$ cat src/hdl/ccu_pkg.sv
`default_nettype none

package ccu_pkg;

    // ==================================================================
    // Instruction word layout
    // ==================================================================
    localparam int OPCODE_W = 8;       // Opcode in low bits of every word

    localparam int NUM_REQ = 3;        // CCU, KNN, SYA

    // Requester index, equal to the opcode value
    typedef logic [1:0] req_id_t;

    // Lower index wins arbitration
    localparam req_id_t OP_CCU = 2'd0;
    localparam req_id_t OP_KNN = 2'd1;
    localparam req_id_t OP_SYA = 2'd2;

    // Words per configuration
    localparam int NUM_WORDS_CCU = 1;
    localparam int NUM_WORDS_KNN = 1;
    localparam int NUM_WORDS_SYA = 2;

    // ==================================================================
    // Field widths
    // ==================================================================
    localparam int IDX_W   = 16;       // Point index
    localparam int CHN_W   = 12;       // Channel count
    localparam int ACT_W   = 8;        // Activation quantization
    localparam int LAYER_W = 20;       // Layer count
    localparam int K_W     = 6;        // Neighbours per point
    localparam int BASE_W  = 16;       // Buffer base addresses

    // ==================================================================
    // Engine configurations
    // ==================================================================
    typedef struct packed {
        logic [IDX_W-1:0] nip;          // Input points
        logic [K_W-1:0]   k;
        logic [IDX_W-1:0] crd_rd_addr;  // Coordinate read base
        logic [IDX_W-1:0] map_wr_addr;  // Neighbour map write base
    } knn_cfg_t;

    typedef struct packed {
        // Word 0
        logic [ACT_W-1:0]  shift;
        logic [ACT_W-1:0]  zp;
        logic [1:0]        mode;
        logic              ofm_phase_shift;
        logic [CHN_W-1:0]  chn;
        logic [IDX_W-1:0]  grp_per_tile;
        logic [IDX_W-1:0]  num_til_ifm;
        logic [IDX_W-1:0]  num_til_flt;
        logic              loop_ord;
        // Word 1
        logic [BASE_W-1:0] act_base;
        logic [BASE_W-1:0] wgt_base;
        logic [BASE_W-1:0] ofm_base;
    } sya_cfg_t;

endpackage

`default_nettype wire

$ cat src/hdl/cfg_port.sv
`timescale 1ns/1ps
`default_nettype none

module cfg_port #(
    parameter type PAYLOAD_T = logic [7:0]
) (
    input  wire logic clk,
    input  wire logic rst_n,
    input  wire logic load_i,
    input  PAYLOAD_T  payload_i,
    output PAYLOAD_T  cfg_o,
    output logic      cfg_vld_o,
    input  wire logic cfg_rdy_i
);

    PAYLOAD_T cfg_q;
    logic     vld_q;

    // Payload only changes on load, so it is stable while valid waits
    always_ff @(posedge clk) begin
        if (load_i) cfg_q <= payload_i;
    end

    always_ff @(posedge clk or negedge rst_n) begin
        if (!rst_n) begin
            vld_q <= 1'b0;
        end else if (load_i) begin
            vld_q <= 1'b1;
        end else if (vld_q && cfg_rdy_i) begin
            vld_q <= 1'b0;   // Engine took it
        end
    end

    assign cfg_o     = cfg_q;
    assign cfg_vld_o = vld_q;

endmodule

`default_nettype wire

$ cat src/hdl/ccu_ctrl.sv
`timescale 1ns/1ps
`default_nettype none

module ccu_ctrl (
    input  wire logic                         clk,
    input  wire logic                         rst_n,
    input  wire logic                         start_i,
    input  wire logic [ccu_pkg::NUM_REQ-2:0]  rdy_i,        // Engine readies, KNN in bit 0
    input  wire logic [1:0]                   port_vld_i,   // Config port valids
    input  wire logic                         cfg_done_i,
    input  wire logic [ccu_pkg::LAYER_W-1:0]  num_layers_i,
    output ccu_pkg::req_id_t                  sel_o,
    output logic                              fetch_en_o,
    output logic                              clear_o,
    output logic                              net_done_o,
    output logic                              eng_rst_o
);
    import ccu_pkg::*;

    typedef enum logic [2:0] {
        IDLE,
        ARB,
        FETCH,
        ISSUE,
        NETFNH
    } state_t;

    state_t               state_q, state_d;
    req_id_t              sel_q;
    req_id_t              grant;
    logic [NUM_REQ-1:0]   req;
    logic                 ccu_rdy_q;
    logic [LAYER_W-1:0]   num_layers_q;
    logic [LAYER_W-1:0]   layer_cnt_q;
    logic [LAYER_W-1:0]   layer_nxt;
    logic                 port_busy;

    // ==================================================================
    // Fixed priority arbiter
    // ==================================================================
    assign req = {rdy_i, ccu_rdy_q};

    always_comb begin
        grant = OP_CCU;
        for (int i = NUM_REQ - 1; i >= 0; i--) begin
            if (req[i]) grant = req_id_t'(i);   // Lowest set index wins
        end
    end

    assign port_busy = port_vld_i[sel_q == OP_SYA];
    assign layer_nxt = layer_cnt_q + LAYER_W'(1);

    // ==================================================================
    // FSM
    // ==================================================================
    always_comb begin
        state_d = state_q;
        case (state_q)
            IDLE:   if (start_i) state_d = ARB;
            ARB:    if (|req) state_d = FETCH;
            FETCH: begin
                if (cfg_done_i) state_d = (sel_q == OP_CCU) ? ARB : ISSUE;
            end
            ISSUE: begin
                // Leave once the engine has taken its config
                if (!port_busy) begin
                    if (layer_nxt == num_layers_q && num_layers_q != '0) state_d = NETFNH;
                    else state_d = ARB;
                end
            end
            NETFNH: state_d = IDLE;
            default: state_d = IDLE;
        endcase
    end

    always_ff @(posedge clk or negedge rst_n) begin
        if (!rst_n) begin
            state_q      <= IDLE;
            sel_q        <= OP_CCU;
            ccu_rdy_q    <= 1'b1;
            num_layers_q <= '0;
            layer_cnt_q  <= '0;
        end else begin
            state_q <= state_d;
            if (state_q == ARB && |req) sel_q <= grant;   // Latch the winner
            if (state_q == IDLE) begin
                ccu_rdy_q   <= 1'b1;
                layer_cnt_q <= '0;
            end else if (cfg_done_i && sel_q == OP_CCU) begin
                ccu_rdy_q    <= 1'b0;
                num_layers_q <= num_layers_i;
            end
            if (state_q == ISSUE && !port_busy) layer_cnt_q <= layer_nxt;
        end
    end

    assign sel_o      = sel_q;
    assign fetch_en_o = (state_q == FETCH);
    assign clear_o    = (state_q == IDLE);
    assign net_done_o = (state_q == NETFNH);
    assign eng_rst_o  = (state_q == IDLE);

endmodule

`default_nettype wire

$ cat src/hdl/isa_fetch.sv
`timescale 1ns/1ps
`default_nettype none

module isa_fetch #(
    parameter int WORD_W = 128,
    parameter int ADDR_W = 12
) (
    input  wire logic              clk,
    input  wire logic              rst_n,
    input  wire logic              clear_i,
    input  wire logic              fetch_en_i,
    input  ccu_pkg::req_id_t       sel_i,
    // Instruction memory address channel
    output logic [ADDR_W-1:0]      isa_addr_o,
    output logic                   isa_addr_vld_o,
    input  wire logic              isa_addr_rdy_i,
    // Instruction memory data channel
    input  wire logic [WORD_W-1:0] isa_dat_i,
    input  wire logic              isa_dat_vld_i,
    output logic                   isa_dat_rdy_o,
    // To decode
    output logic [WORD_W-1:0]      word_o,
    output logic                   word_vld_o
);
    import ccu_pkg::*;

    logic [ADDR_W-1:0] ptr_q [NUM_REQ];   // One read pointer per requester
    logic              pend_q;            // Read outstanding
    logic              addr_hs;
    logic              dat_hs;

    // ==================================================================
    // Address side
    // ==================================================================
    // Only one read in flight, so no address while waiting for data
    assign isa_addr_vld_o = fetch_en_i & ~pend_q;
    assign isa_addr_o     = ptr_q[sel_i];
    assign addr_hs        = isa_addr_vld_o & isa_addr_rdy_i;

    always_ff @(posedge clk or negedge rst_n) begin
        if (!rst_n) begin
            for (int i = 0; i < NUM_REQ; i++) begin
                ptr_q[i] <= '0;
            end
        end else if (clear_i) begin
            for (int i = 0; i < NUM_REQ; i++) begin
                ptr_q[i] <= '0;
            end
        end else if (addr_hs) begin
            ptr_q[sel_i] <= ptr_q[sel_i] + ADDR_W'(1);
        end
    end

    // ==================================================================
    // Data side
    // ==================================================================
    assign isa_dat_rdy_o = pend_q;
    assign dat_hs        = isa_dat_vld_i & pend_q;

    always_ff @(posedge clk or negedge rst_n) begin
        if (!rst_n) begin
            pend_q <= 1'b0;
        end else if (addr_hs) begin
            pend_q <= 1'b1;
        end else if (dat_hs) begin
            pend_q <= 1'b0;
        end
    end

    // Word goes to decode in the handshake cycle
    assign word_o     = isa_dat_i;
    assign word_vld_o = dat_hs;

endmodule

`default_nettype wire

$ cat src/hdl/isa_decode.sv
`timescale 1ns/1ps
`default_nettype none

module isa_decode #(
    parameter int WORD_W = 128
) (
    input  wire logic                        clk,
    input  wire logic                        rst_n,
    input  ccu_pkg::req_id_t                 sel_i,
    input  wire logic [WORD_W-1:0]           word_i,
    input  wire logic                        word_vld_i,
    output logic                             cfg_done_o,
    output logic [ccu_pkg::LAYER_W-1:0]      num_layers_o,
    output logic                             knn_load_o,
    output ccu_pkg::knn_cfg_t                knn_cfg_o,
    output logic                             sya_load_o,
    output ccu_pkg::sya_cfg_t                sya_cfg_o
);
    import ccu_pkg::*;

    // ==================================================================
    // Field offsets inside a word
    // ==================================================================
    localparam int KNN_K   = OPCODE_W + IDX_W;
    localparam int KNN_CRD = KNN_K + K_W;
    localparam int KNN_MAP = KNN_CRD + IDX_W;

    localparam int SYA_ZP  = OPCODE_W + ACT_W;
    localparam int SYA_MOD = SYA_ZP + ACT_W;
    localparam int SYA_PHS = SYA_MOD + 2;
    localparam int SYA_CHN = SYA_PHS + 1;
    localparam int SYA_GRP = SYA_CHN + CHN_W;
    localparam int SYA_TIF = SYA_GRP + IDX_W;
    localparam int SYA_TFL = SYA_TIF + IDX_W;
    localparam int SYA_LOP = SYA_TFL + IDX_W;
    localparam int SYA_WGT = OPCODE_W + BASE_W;
    localparam int SYA_OFM = SYA_WGT + BASE_W;

    logic [1:0] widx_q;          // Word index within the config
    logic [1:0] last_idx;
    logic       match;
    logic       last;
    sya_cfg_t   sya_asm_q;       // Word 0 fields held for word 1
    sya_cfg_t   sya_nxt;

    always_comb begin
        case (sel_i)
            OP_KNN:  last_idx = 2'(NUM_WORDS_KNN - 1);
            OP_SYA:  last_idx = 2'(NUM_WORDS_SYA - 1);
            default: last_idx = 2'(NUM_WORDS_CCU - 1);
        endcase
    end

    // Words of other engines pass by unused
    assign match      = word_vld_i && (word_i[OPCODE_W-1:0] == OPCODE_W'(sel_i));
    assign last       = (widx_q == last_idx);
    assign cfg_done_o = match & last;
    assign knn_load_o = cfg_done_o && (sel_i == OP_KNN);
    assign sya_load_o = cfg_done_o && (sel_i == OP_SYA);

    always_ff @(posedge clk or negedge rst_n) begin
        if (!rst_n) begin
            widx_q <= '0;
        end else if (match) begin
            widx_q <= last ? 2'd0 : widx_q + 2'd1;
        end
    end

    // ==================================================================
    // Field unpacking
    // ==================================================================
    assign num_layers_o = word_i[OPCODE_W +: LAYER_W];

    always_comb begin
        knn_cfg_o.nip         = word_i[OPCODE_W +: IDX_W];
        knn_cfg_o.k           = word_i[KNN_K +: K_W];
        knn_cfg_o.crd_rd_addr = word_i[KNN_CRD +: IDX_W];
        knn_cfg_o.map_wr_addr = word_i[KNN_MAP +: IDX_W];
    end

    always_comb begin
        sya_nxt = sya_asm_q;
        if (widx_q == 2'd0) begin
            sya_nxt.shift           = word_i[OPCODE_W +: ACT_W];
            sya_nxt.zp              = word_i[SYA_ZP +: ACT_W];
            sya_nxt.mode            = word_i[SYA_MOD +: 2];
            sya_nxt.ofm_phase_shift = word_i[SYA_PHS];
            sya_nxt.chn             = word_i[SYA_CHN +: CHN_W];
            sya_nxt.grp_per_tile    = word_i[SYA_GRP +: IDX_W];
            sya_nxt.num_til_ifm     = word_i[SYA_TIF +: IDX_W];
            sya_nxt.num_til_flt     = word_i[SYA_TFL +: IDX_W];
            sya_nxt.loop_ord        = word_i[SYA_LOP];
        end else begin
            sya_nxt.act_base = word_i[OPCODE_W +: BASE_W];
            sya_nxt.wgt_base = word_i[SYA_WGT +: BASE_W];
            sya_nxt.ofm_base = word_i[SYA_OFM +: BASE_W];
        end
    end

    always_ff @(posedge clk) begin
        if (match && sel_i == OP_SYA) sya_asm_q <= sya_nxt;
    end

    assign sya_cfg_o = sya_nxt;   // Complete when the last word arrives

endmodule

`default_nettype wire

$ cat src/hdl/ccu_top.sv
`timescale 1ns/1ps
`default_nettype none

module ccu_top #(
    parameter int WORD_W = 128,
    parameter int ADDR_W = 12
) (
    input  wire logic              clk,
    input  wire logic              rst_n,
    input  wire logic              start_i,
    output logic                   net_done_o,
    output logic                   eng_rst_o,
    // Instruction memory
    output logic [ADDR_W-1:0]      isa_addr_o,
    output logic                   isa_addr_vld_o,
    input  wire logic              isa_addr_rdy_i,
    input  wire logic [WORD_W-1:0] isa_dat_i,
    input  wire logic              isa_dat_vld_i,
    output logic                   isa_dat_rdy_o,
    // KNN engine
    output ccu_pkg::knn_cfg_t      knn_cfg_o,
    output logic                   knn_cfg_vld_o,
    input  wire logic              knn_cfg_rdy_i,
    // Systolic array
    output ccu_pkg::sya_cfg_t      sya_cfg_o,
    output logic                   sya_cfg_vld_o,
    input  wire logic              sya_cfg_rdy_i
);
    import ccu_pkg::*;

    req_id_t             sel;
    logic                fetch_en;
    logic                clear;
    logic [WORD_W-1:0]   word;
    logic                word_vld;
    logic                cfg_done;
    logic [LAYER_W-1:0]  num_layers;
    logic                knn_load;
    logic                sya_load;
    knn_cfg_t            knn_payload;
    sya_cfg_t            sya_payload;

    // ==================================================================
    // Control
    // ==================================================================
    ccu_ctrl u_ctrl (
        .clk          (clk),
        .rst_n        (rst_n),
        .start_i      (start_i),
        .rdy_i        ({sya_cfg_rdy_i, knn_cfg_rdy_i}),
        .port_vld_i   ({sya_cfg_vld_o, knn_cfg_vld_o}),
        .cfg_done_i   (cfg_done),
        .num_layers_i (num_layers),
        .sel_o        (sel),
        .fetch_en_o   (fetch_en),
        .clear_o      (clear),
        .net_done_o   (net_done_o),
        .eng_rst_o    (eng_rst_o)
    );

    // ==================================================================
    // Instruction path
    // ==================================================================
    isa_fetch #(.WORD_W(WORD_W), .ADDR_W(ADDR_W)) u_fetch (
        .clk            (clk),
        .rst_n          (rst_n),
        .clear_i        (clear),
        .fetch_en_i     (fetch_en),
        .sel_i          (sel),
        .isa_addr_o     (isa_addr_o),
        .isa_addr_vld_o (isa_addr_vld_o),
        .isa_addr_rdy_i (isa_addr_rdy_i),
        .isa_dat_i      (isa_dat_i),
        .isa_dat_vld_i  (isa_dat_vld_i),
        .isa_dat_rdy_o  (isa_dat_rdy_o),
        .word_o         (word),
        .word_vld_o     (word_vld)
    );

    isa_decode #(.WORD_W(WORD_W)) u_decode (
        .clk (clk), .rst_n (rst_n), .sel_i (sel), .word_i (word),
        .word_vld_i (word_vld), .cfg_done_o (cfg_done), .num_layers_o (num_layers),
        .knn_load_o (knn_load), .knn_cfg_o (knn_payload),
        .sya_load_o (sya_load), .sya_cfg_o (sya_payload)
    );

    // ==================================================================
    // Engine config ports
    // ==================================================================
    cfg_port #(.PAYLOAD_T(knn_cfg_t)) u_knn_port (
        .clk (clk), .rst_n (rst_n), .load_i (knn_load), .payload_i (knn_payload),
        .cfg_o (knn_cfg_o), .cfg_vld_o (knn_cfg_vld_o), .cfg_rdy_i (knn_cfg_rdy_i)
    );

    cfg_port #(.PAYLOAD_T(sya_cfg_t)) u_sya_port (
        .clk (clk), .rst_n (rst_n), .load_i (sya_load), .payload_i (sya_payload),
        .cfg_o (sya_cfg_o), .cfg_vld_o (sya_cfg_vld_o), .cfg_rdy_i (sya_cfg_rdy_i)
    );

endmodule

`default_nettype wire

$ cat config.mk
export PLATFORM = sky130hd
export DESIGN_NAME = ccu_top
export DESIGN_NICKNAME = d
export VERILOG_FILES = /design/src/hdl/ccu_pkg.sv /design/src/hdl/cfg_port.sv /design/src/hdl/ccu_ctrl.sv /design/src/hdl/isa_fetch.sv /design/src/hdl/isa_decode.sv /design/src/hdl/ccu_top.sv
export SDC_FILE = /design/constraint.sdc
export NUM_CORES = 1
export LEC_CHECK = 0
export BUFFER_PORTS_ARGS = -buffer_cell sky130_fd_sc_hd__buf_2
export CAP_MARGIN = 15
export CORE_ASPECT_RATIO = 1.2
export CORE_MARGIN = 2
export CORE_UTILIZATION = 45
export CTS_CLUSTER_DIAMETER = 30
export DETAILED_ROUTE_END_ITERATION = 12
export GPL_TIMING_DRIVEN = 0
export PLACE_DENSITY = 0.71
export RECOVER_POWER = 100
export SETUP_SLACK_MARGIN = 0.5
export SLEW_MARGIN = 20
export SYNTH_ARGS = -nofsm -noshare
export SYNTH_HDL_FRONTEND = slang
export SYNTH_SLANG_ARGS = --single-unit
$ cat constraint.sdc
create_clock -name clk -period 8.21 [get_ports clk]
set_input_delay 0.4105 -clock clk [delete_from_list [all_inputs] [get_ports clk]]
set_output_delay 0.4105 -clock clk [all_outputs]
set_load 0.02 [all_outputs]
==> run_results.csv, run 1 <==
group,metric,value,unit
worst_setup_path,required,8300,ps
floorplan,rows,75,
synthesis,synthCells,1002,
clocking,cts_setup_buffers,0,
synthesis,syn_area,15900,sq um
drt,routed-via-count,10100,
sta,worst_hold_slack,34.5,ps
global_route,overflow,0,
layout,area_growth,26.3,%
layout,antenna_cells,0,
synthesis,ys.flop_type,"edfxtp_1",
drt,dr.first_iter.drc_count,610,
place,dpl.cell_count,1768,
worst_setup_path,worst_setup_path_start_kind,"flop",
place,dp_hpwl,26400,um
worst_setup_path,crit_arrival,5110,ps
clocking,tritoncts,"done",
floorplan,initial_core_util,45.6,%
synthesis,synth-edff-count,310,
worst_setup_path,worstPathMaxFanout,52,
clocking,cts_resized,0,
worst_setup_path,critical_path_class,"reg -> reg",
global_route,antenna_found_initial,0,
min_path,hold_path.class,"in -> reg",
global_route,grt_max_degree,59,
sta,finalCritPeriodShare,61.1,%
floorplan,core,34900,sq um
synthesis,ys_types,67,
floorplan,fp.dieH,210,um
layout,final_util,57.6,%
clocking,path_clk_slew,50,ps
sta,drv_slew,174,
sta,rsz0062_at_grt,"false",
drt,dr.pass1.iters,5,
place,place_congestion,0.898,
status,outcome,"finished with violations",
drt,drc,0,
pwr,peakVddDrop,0.225,mV
sta,final-hold-violation-count,0,
layout,nNetsFinal,1517,
clocking,clock_sink_count,397,
synthesis,synth_top_area_share,58.4,%
layout,fin_area,20100,sq um
flow_run,drv_cap,4,
sta,finalSetupViolCount,0,
status,failed_checks,"capacitance limit, slew limit",
clocking,hold_buffers,1,
global_route,grt_pass1_wl,59100,um
floorplan,die_w,176,um
synthesis,synthArstFlopShare,21.9,%
sta,clock_skew,14.7,ps
synthesis,yosysWarnings,0,
synthesis,ys_seq_area_share,72.1,%
floorplan,dieArea,36900,sq um
synthesis,synth_most_common_cell,"edfxtp_1",
synthesis,ys_top_cells_by_count,"edfxtp_1, mux2_2, dfrtp_1",
layout,drive_above_1_share,18.7,%
drt,via_per_inst,5.32,
global_route,grt_pass1_vias,10600,
worst_setup_path,crit_path_end_kind,"flop",
clocking,cts_root_buffer,"clkbuf_16",
floorplan,pin_count,335,
sta,layout_min_cycle_time,5020,ps
sta,setup-tns-final,0,ps
synthesis,synth_seq_cells,397,
global_route,grt_usage,20.9,%
clocking,clk_latency,570,ps
clocking,cts_buffers,70,
clocking,htreeDepth,3,
layout,stdcell_count,1898,
pwr,leakagePower,7.17,nW
place,postPlaceCellArea,18200,sq um
sta,worst_pin_slew,3270,ps
place,port_buffers,294,
drt,ant_nets,0,
drt,avgRoutedWirePerCell,20.4,um
drt,drt_wl_total,38700,um
sta,fmax,199,MHz
synthesis,synth_top_area_cell,"edfxtp_1",
pwr,powerDensity,266,nW/um^2
synthesis,avgSynthCellArea,15.9,sq um
synthesis,syn_nets,1140,
clocking,clockBufferDepth,3,
synthesis,ys_top_cells_by_area,"edfxtp_1, dfrtp_1, mux2_2",
sta,slew_headroom,-118,%
==> cell usage in the layout, fill, tap and decap left out, drive strengths merged, types with 7 or more instances in the layout <==
cell,n
nor2b,7
nand3,59
mux2,148
or3,7
clkinv,25
buf,65
nand4,11
clkbuf,378
dfrtp,86
mux2i,14
nor2,29
inv,18
xor2,16
and3,7
nand2,27
nor4,10
clkinvlp,11
a21oi,17
o21ai,81
xnor2,25
o31ai,16
edfxtp,310
==> cells by family after synthesis <==
kind of cell,count (synthesis),share of synthesized area [%]
fa+ha+maj,3,0.236
simple gates,190,6.75
compound gates,140,5.20
mux,162,11.3
buf+inv,69,2.06
xor+xnor,41,2.30
flops,397,72.1
==> final timing paths <==
check,cells past startpoint,from,slack [ps],to
worst max-delay path,5,u_ctrl.sel_o[0]$_DFFE_PN0P_,3190,u_knn_port.cfg_o[50]$_DFFE_PP_
worst min-delay path,1,isa_dat_i[56],30,u_knn_port.cfg_o[10]$_DFFE_PP_
worst max register to register,5,u_ctrl.sel_o[0]$_DFFE_PN0P_,3190,u_knn_port.cfg_o[50]$_DFFE_PP_
worst min register to register,2,u_fetch.ptr_q[27]$_DFFE_PN0P_,500,u_fetch.ptr_q[27]$_DFFE_PN0P_
max in group asynchronous,3,rst_n,3760,u_ctrl.layer_cnt_q[5]$_DFFE_PN0P_
min in group asynchronous,2,rst_n,810,u_ctrl.layer_cnt_q[18]$_DFFE_PN0P_
==> worst max-delay path, cell delays in order, from the launching register on <==
cell      delay [ps]
dfrtp_1          320
clkbuf_1         430
nor2b_1          450
clkbuf_1         500
and3_1           430
clkbuf_1        2330
==> metal layers <==
metal,part of all wire [%],up-vias,GRT usage (%)
met3,8.5,85,7.32
li1,-,4622,-
met5,0,-,0
met2,51,383,35.3
met4,3.0,0,9.09
met1,37,5000,24.1
==> final cells by class <==
class | instances | area (sq um)
multi-input cells | 536 | 4110
flip-flops and latches | 397 | 11500
inverters | 13 | 48.8
plain buffers | 56 | 267
well taps | 462 | 578
clock inverters | 46 | 462
clock buffers | 83 | 1860
fillers | 2893 | 14800
repair buffers | 305 | 1310
==> power breakdown <==
group          switching (mW)  internal (mW)
clock                   0.993           1.80
combinational           0.263          0.103
sequential             0.0174           2.18
total                    1.27           4.08
==> through the flow <==
| step | total power, mW | setup WS [ps] |
|---|---|---|
| 2_1_floorplan | 2.45 | 977 |
| 3_3_place_gp | 2.60 | -2790 |
| 3_5_place_dp | 2.61 | 5120 |
| 4_1_cts | 5.42 | 5190 |
| 5_1_grt | 5.53 | 2830 |
| 6_report | 5.36 | 3190 |
==> flip-flops by register name (all words and copies together) (netlist names) <==
name / flops
u_ctrl.ccu_rdy_q: 1
u_ctrl.layer_cnt_q: 20
u_ctrl.num_layers_q: 20
u_ctrl.sel_o: 2
u_ctrl.state_q: 3
u_decode.sya_asm_q: 128
u_decode.widx_q: 2
u_fetch.isa_dat_rdy_o: 1
u_fetch.ptr_q: 36
u_knn_port.cfg_o: 54
u_knn_port.cfg_vld_o: 1
u_sya_port.cfg_o: 128
u_sya_port.cfg_vld_o: 1
Note: power is estimated with default switching activity, not from simulation.
==> run 2, diff against run 1 <==
--- a/config.mk
+++ b/config.mk
@@ -5,6 +5,7 @@
 export SDC_FILE = /design/constraint.sdc
 export NUM_CORES = 1
 export LEC_CHECK = 0
+export ABC_AREA = 1
 export BUFFER_PORTS_ARGS = -buffer_cell sky130_fd_sc_hd__buf_2
 export CAP_MARGIN = 15
 export CORE_ASPECT_RATIO = 1.2
@@ -13,7 +14,7 @@
 export CTS_CLUSTER_DIAMETER = 30
 export DETAILED_ROUTE_END_ITERATION = 12
 export GPL_TIMING_DRIVEN = 0
-export PLACE_DENSITY = 0.71
+export PLACE_DENSITY = 0.73
 export RECOVER_POWER = 100
 export SETUP_SLACK_MARGIN = 0.5
 export SLEW_MARGIN = 20
==> constraint.sdc (replaced) <==
create_clock -name clk -period 4.2 [get_ports clk]
set_input_delay 0.21 -clock clk [delete_from_list [all_inputs] [get_ports clk]]
set_output_delay 0.21 -clock clk [all_outputs]
set_load 0.02 [all_outputs]
==> run 2 against run 1 <==
  * The flow still finishes with violations (capacitance limit, slew limit)
  * Core utilization up 2.0 points
  * Clock-buffer cell count shrank 17
  * Combinational power rose by 120%
  * Synthesized area shrank 0.86%
  * Flip-flop and latch count unchanged
  * Critical path depth is 6 higher
  * Largest cell class unchanged
  * Clock skew up 5.1 ps
  * Total power up 90%
  * Synthesized cell count is 26% higher
  * Global-route usage increased by 3.3 points
  * First-iteration DRC count up 77%
==> run_results.csv, run 2 <==
group,metric,value,unit
sta,fmax,292,MHz
sta,slew_headroom,-15.3,%
synthesis,synth_most_common_cell,"edfxtp_1",
place,place_congestion,0.860,
synthesis,synth_compound_area_share,8.06,%
synthesis,avgSynthCellArea,12.6,sq um
clocking,cts_setup_buffers,0,
place,postPlaceCellArea,18300,sq um
global_route,grt_max_degree,48,
place,pre_cts_ws,1210,ps
drt,via_per_inst,5.22,
pwr,powerDensity,491,nW/um^2
sta,layout_min_cycle_time,3430,ps
layout,mostFrequentLayoutCells,"edfxtp_1, clkbuf_1, nand2_1",
worst_setup_path,critical_path_class,"reg -> reg",
synthesis,synthArstFlopShare,21.9,%
worst_setup_path,crit_path_end_kind,"flop",
layout,drive_above_1_share,12.4,%
synthesis,synth_top_family_by_area,"simple AND/OR/NAND/NOR gates",
synthesis,ys.flop_type,"edfxtp_1",
synthesis,synthXorXnorAreaFrac,0.642,%
synthesis,ys_seq_area_share,72.7,%
worst_setup_path,required,4470,ps
layout,antenna_cells,0,
worst_setup_path,reg2reg_to,"u_sya_port.cfg_o[43]$_DFFE_PP_",
global_route,grt_pass1_vias,12000,
synthesis,synthSimpleGateAreaFrac,11.5,%
synthesis,synthCells,1258,
clocking,clock_sink_count,397,
worst_setup_path,worstPathMaxFanout,16,
floorplan,initial_core_util,45.4,%
status,outcome,"finished with violations",
worst_setup_path,slowest_delay,570,ps
sta,rsz0062_at_grt,"false",
clocking,cts_root_buffer,"clkbuf_16",
clocking,clk_latency,580,ps
drt,dr.first_iter.drc_count,1081,
layout,stdcell_count,2231,
layout,area_growth,31.4,%
floorplan,dieArea,36600,sq um
worst_setup_path,cp-endpoint,"u_sya_port.cfg_o[43]$_DFFE_PP_",
clocking,tritoncts,"done",
place,dpl.cell_count,2034,
layout,final_util,59.6,%
drt,ant_nets,0,
worst_setup_path,crit_arrival,3700,ps
worst_setup_path,crit_path_top_delay_cell,"clkbuf_1",
worst_setup_path,ff2ff_path_depth,11,
layout,fillers,2772,
floorplan,fp.dieH,209,um
worst_setup_path,crit_start,"u_ctrl.sel_o[0]$_DFFE_PN0P_",
synthesis,syn_nets,1396,
global_route,antenna_found_initial,0,
place,port_buffers,294,
pwr,leakagePower,7.80,nW
pwr,peakVddDrop,0.376,mV
clocking,htreeDepth,2,
floorplan,die_w,175,um
clocking,cts_resized,0,
floorplan,rows,75,
sta,drv_slew,32,
worst_setup_path,r2r_slack,770,ps
sta,final-hold-violation-count,0,
clocking,clockBufferDepth,3,
sta,finalSetupViolCount,0,
sta,clock_skew,19.8,ps
place,dp_hpwl,29700,um
synthesis,synth-adder-area-share,0.238,%
synthesis,synth_top_area_cell,"edfxtp_1",
clocking,path_clk_slew,50,ps
synthesis,ys_top_cells_by_area,"edfxtp_1, dfrtp_1, nand2_1",
drt,routed-via-count,11600,
clocking,cts_buffers,60,
pwr,power,10.2,mW
floorplan,pin_count,335,
min_path,hold_path.class,"in -> reg",
flow_run,drv_cap,1,
sta,finalCritPeriodShare,81.6,%
synthesis,ys_types,49,
global_route,grt_pass1_wl,68000,um
worst_setup_path,cp_cell_sequence,"inv_4, nand2_1, buf_8, nand2_4, nand3_4, nor3_4, clkbuf_1, buf_8, buf_8, buf_8, buf_8",
layout,nNetsFinal,1859,
floorplan,core,34800,sq um
status,failed_checks,"capacitance limit, slew limit",
sta,worst_hold_slack,67.1,ps
layout,fin_area,20800,sq um
drt,avgRoutedWirePerCell,19.9,um
worst_setup_path,worst_setup_path_start_kind,"flop",
worst_setup_path,crit_path_frequent_cell,"buf_8",
drt,drt_wl_total,44300,um
global_route,overflow,0,
synthesis,syn_area,15800,sq um
synthesis,ys_top_cells_by_count,"edfxtp_1, nand2_1, inv_1",
drt,dr.pass1.iters,7,
layout,final_common_cell,"edfxtp_1",
global_route,grt_usage,24.2,%
synthesis,synth_top_area_share,58.9,%
synthesis,muxShareOfSynthArea,2.28,%
worst_setup_path,rr_startpoint,"u_ctrl.sel_o[0]$_DFFE_PN0P_",
synthesis,synth-edff-count,310,
sta,worst_pin_slew,1730,ps
sta,setup-tns-final,0,ps
synthesis,yosysWarnings,0,
sta,setup_ws,772,ps
synthesis,synth_seq_cells,397,
drt,drc,0,
-- run 2: logic make-up (layout without fill, tap and decap cells) --
kind of cell	after synthesis	after routing
fa+ha+maj	3	3
buf+inv	185	696
simple gates	413	413
xor+xnor	10	10
compound gates	218	218
mux	32	32
flops	397	397
-- run 2: timing repair --
action	CTS	global route
hold buffers	87	0
endpoints found under the setup margin	0	0
hold endpoints to repair	194	0
-- run 2: metal layers --
layer | vias to the layer above | part of all wire (%) | GRT usage (%)
met5 | - | 0 | 0
met4 | 0 | 3.1 | 8.51
met3 | 99 | 7.5 | 6.80
met2 | 472 | 52 | 42.8
met1 | 5710 | 38 | 28.0
li1 | 5354 | - | -
-- run 2: worst min path at each step --
stage	from	end	slack (ps)	depth (start not counted)
4_1_cts	start_i	u_ctrl.state_q[1]$_DFFE_PN0P_	50	4
3_5_place_dp	rst_n	u_fetch.ptr_q[3]$_DFFE_PN0P_	70	1
3_3_place_gp	isa_dat_vld_i	u_fetch.isa_dat_rdy_o$_DFFE_PN0P_	400	2
2_1_floorplan	rst_n	u_ctrl.layer_cnt_q[0]$_DFFE_PN0P_	-90	0
6_report	start_i	u_ctrl.state_q[1]$_DFFE_PN0P_	70	4
5_1_grt	start_i	u_ctrl.state_q[1]$_DFFE_PN0P_	100	4
-- run 2: area by class of cell --
type	count	area (sq um)	share of cell area, %
sequential	397	11500	55.3
tap	462	578	2.78
inverter	145	552	2.66
clock buffer	66	1570	7.55
clock inverter	44	499	2.40
multi-input combinational	676	3540	17.0
buffer	40	169	0.814
timing repair buffer	401	2370	11.4
-- run 2: worst max-delay path: cells and delay by family (launching register included) --
family | cells | cell delay [ps]
buffers and inverters | 7 | 1780
flip-flops | 1 | 400
AND/OR/NAND/NOR | 4 | 890
-- run 2: report_power, final --
group	internal [mW]	switching, mW	total, mW
clock	3.17	1.92	5.08
combinational	0.237	0.556	0.794
sequential	4.26	0.0447	4.30
total	7.66	2.52	10.2
==> run 3, diff against run 2 <==
--- a/config.mk
+++ b/config.mk
@@ -5,7 +5,7 @@
 export SDC_FILE = /design/constraint.sdc
 export NUM_CORES = 1
 export LEC_CHECK = 0
-export ABC_AREA = 1
+export ABC_AREA = 0
 export BUFFER_PORTS_ARGS = -buffer_cell sky130_fd_sc_hd__buf_2
 export CAP_MARGIN = 15
 export CORE_ASPECT_RATIO = 1.2
==> constraint.sdc (replaced) <==
create_clock -name clk -period 3 [get_ports clk]
set_input_delay 0.15 -clock clk [delete_from_list [all_inputs] [get_ports clk]]
set_output_delay 0.15 -clock clk [all_outputs]
set_load 0.02 [all_outputs]
==> run 3 against run 2 <==
  * The run still ends with capacitance limit, slew limit left
  * Clock-buffer cell count grew 11
  * Global-route usage fell by 1.7 points
  * Fmax grew 32%
  * Critical path depth unchanged
  * Register-to-register slack worse by 370 ps
  * Core utilization up 1.8 points
  * Worst setup slack got worse by 370 ps
  * Sequential share of layout area fell by 1.8 points
  * Clock power increased by 50%
  * Flip-flop and latch count did not move
  * Clock skew is 13 ps higher
  * Largest power group unchanged
==> run_results.csv, run 3 (synthesized netlist as in run 1, its figures left out) <==
group,metric,value,unit
status,outcome,"finished with violations",
status,failed_checks,"capacitance limit, slew limit",
place,port_buffers,294,
pwr,peakVddDrop,0.827,mV
min_path,hp-start,"isa_dat_i[2]",
layout,mostFrequentLayoutCells,"edfxtp_1, clkbuf_1, dlygate4sd3_1, dfrtp_1, mux2_2",
global_route,grt_pass1_wl,63400,um
min_path,hold_end,"u_decode.widx_q[0]$_DFFE_PN0P_",
layout,final_common_cell,"edfxtp_1",
clocking,clock_sink_count,397,
drt,dr.pass1.iters,5,
floorplan,rows,75,
layout,nNetsFinal,1634,
sta,final-hold-violation-count,0,
clocking,clk_latency,560,ps
worst_setup_path,r2r_slack,400,ps
place,postPlaceCellArea,18200,sq um
floorplan,initial_core_util,45.6,%
global_route,use_met2,39.1,%
clocking,cts_root_buffer,"clkbuf_16",
worst_setup_path,crit_arrival,2990,ps
worst_setup_path,worstPathMaxFanout,10,
drt,avgRoutedWirePerCell,21.0,um
min_path,min_path_cells,5,
worst_setup_path,critical_path_class,"reg -> reg",
layout,seqCellArea,11500,sq um
pwr,leakagePower,7.82,nW
clocking,cts_buffers,70,
floorplan,die_w,176,um
floorplan,dieArea,36900,sq um
layout,drive_above_1_share,22.1,%
global_route,grt_pass1_vias,11300,
global_route,met3_usage,7.56,%
pwr,powerDensity,693,nW/um^2
layout,area_growth,34.7,%
layout,fin_area,21500,sq um
sta,finalCritPeriodShare,86.6,%
drt,drt_wl_total,42200,um
place,dp_hpwl,26800,um
sta,drv_slew,32,
layout,multi_input_area,4270,sq um
place,place_congestion,0.904,
sta,rsz0062_at_grt,"true",
global_route,antenna_found_initial,1,
worst_setup_path,required,3390,ps
sta,fmax,385,MHz
floorplan,pin_count,335,
sta,slew_headroom,-26.2,%
clocking,path_clk_slew,50,ps
drt,dr.first_iter.drc_count,652,
drt,ant_nets,0,
worst_setup_path,worst_setup_path_start_kind,"flop",
worst_setup_path,rr_startpoint,"u_ctrl.sel_o[0]$_DFFE_PN0P_",
global_route,grt_usage,22.5,%
clocking,htreeDepth,3,
worst_setup_path,ff2ff_path_depth,11,
global_route,grt.busiest_layer,"met2",
sta,clock_skew,32.8,ps
global_route,use_met1,25.3,%
drt,routed-via-count,10700,
sta,layout_min_cycle_time,2600,ps
layout,fillers,2732,
layout,final_util,61.5,%
clocking,tritoncts,"done",
floorplan,fp.dieH,210,um
worst_setup_path,reg2reg_to,"u_ctrl.layer_cnt_q[6]$_DFFE_PN0P_",
min_path,hold_path.class,"in -> reg",
global_route,grt_max_degree,57,
drt,drc,0,
floorplan,core,34900,sq um
global_route,overflow,0,
worst_setup_path,crit_path_end_kind,"flop",
clocking,clockBufferDepth,3,
flow_run,drv_cap,1,
sta,finalSetupViolCount,0,
sta,worst_pin_slew,1890,ps
drt,via_per_inst,5.32,
[run 3: final cells by class]
class                   instances  share of cell area (%)
flip-flops and latches        397                    53.6
inverters                      13                   0.227
plain buffers                  56                    1.51
diodes                          1                  0.0117
clock buffers                  77                    8.29
multi-input cells             537                    19.9
well taps                     462                    2.69
clock inverters                49                    2.36
repair buffers                421                    11.5
[run 3: power breakdown]
part	switching (mW)	internal, mW
Sequential	0.0580	5.96
Combinational	0.772	0.469
Clock	2.75	4.86
[run 3: worst max-delay path by stage]
stage | start | endpoint | depth (start not counted)
floorplan | u_fetch.isa_dat_rdy_o$_DFFE_PN0P_ | u_decode.sya_asm_q[0]$_DFFE_PP_ | 3
global placement | u_ctrl.sel_o[0]$_DFFE_PN0P_ | u_decode.sya_asm_q[55]$_DFFE_PP_ | 4
detailed placement | u_ctrl.sel_o[0]$_DFFE_PN0P_ | u_ctrl.num_layers_q[18]$_DFFE_PN0P_ | 8
CTS | u_ctrl.sel_o[0]$_DFFE_PN0P_ | u_sya_port.cfg_o[81]$_DFFE_PP_ | 6
global route | u_fetch.isa_dat_rdy_o$_DFFE_PN0P_ | u_ctrl.num_layers_q[5]$_DFFE_PN0P_ | 8
finish | u_ctrl.sel_o[0]$_DFFE_PN0P_ | u_ctrl.layer_cnt_q[6]$_DFFE_PN0P_ | 11
[run 3: through the flow]
stage	hold WS, ps	setup TNS [ps]	std cells	setup slack [ps]	power (mW)
final	103	0	2013	402	14.9
after floorplan	-146	-59150	1002	-280	6.71
after global placement	340	-368830	1758	-1600	7.12
after global routing	119	0	2013	224	15.3
after detailed placement	131	0	1767	107	7.14
after CTS	88.6	0	1991	308	14.9
[run 3: metal layers]
metal	part of all wire (%)	routed length, um
met2	51	21400
met1	38	15900
met5	0	0
met4	3.2	1360
met3	8.2	3470
[run 3: critical path, cell delays in order (launching register included)]
cell	delay, ps
dfrtp_1	350
buf_4	180
nor2b_1	110
clkbuf_1	260
mux2i_4	280
nand2_1	90
or2_1	210
buf_2	150
clkbuf_2	210
clkbuf_1	320
nand3_1	160
o21ai_0	90
[run 3: timing repair]
item	4_1_cts	5_1_grt
setup buffers	14	20
pin swaps	11	14
cloned	0	1
hold buffers	84	0
endpoints found under the hold margin	379	0
setup endpoints to repair	463	286
gates resized for setup	35	46
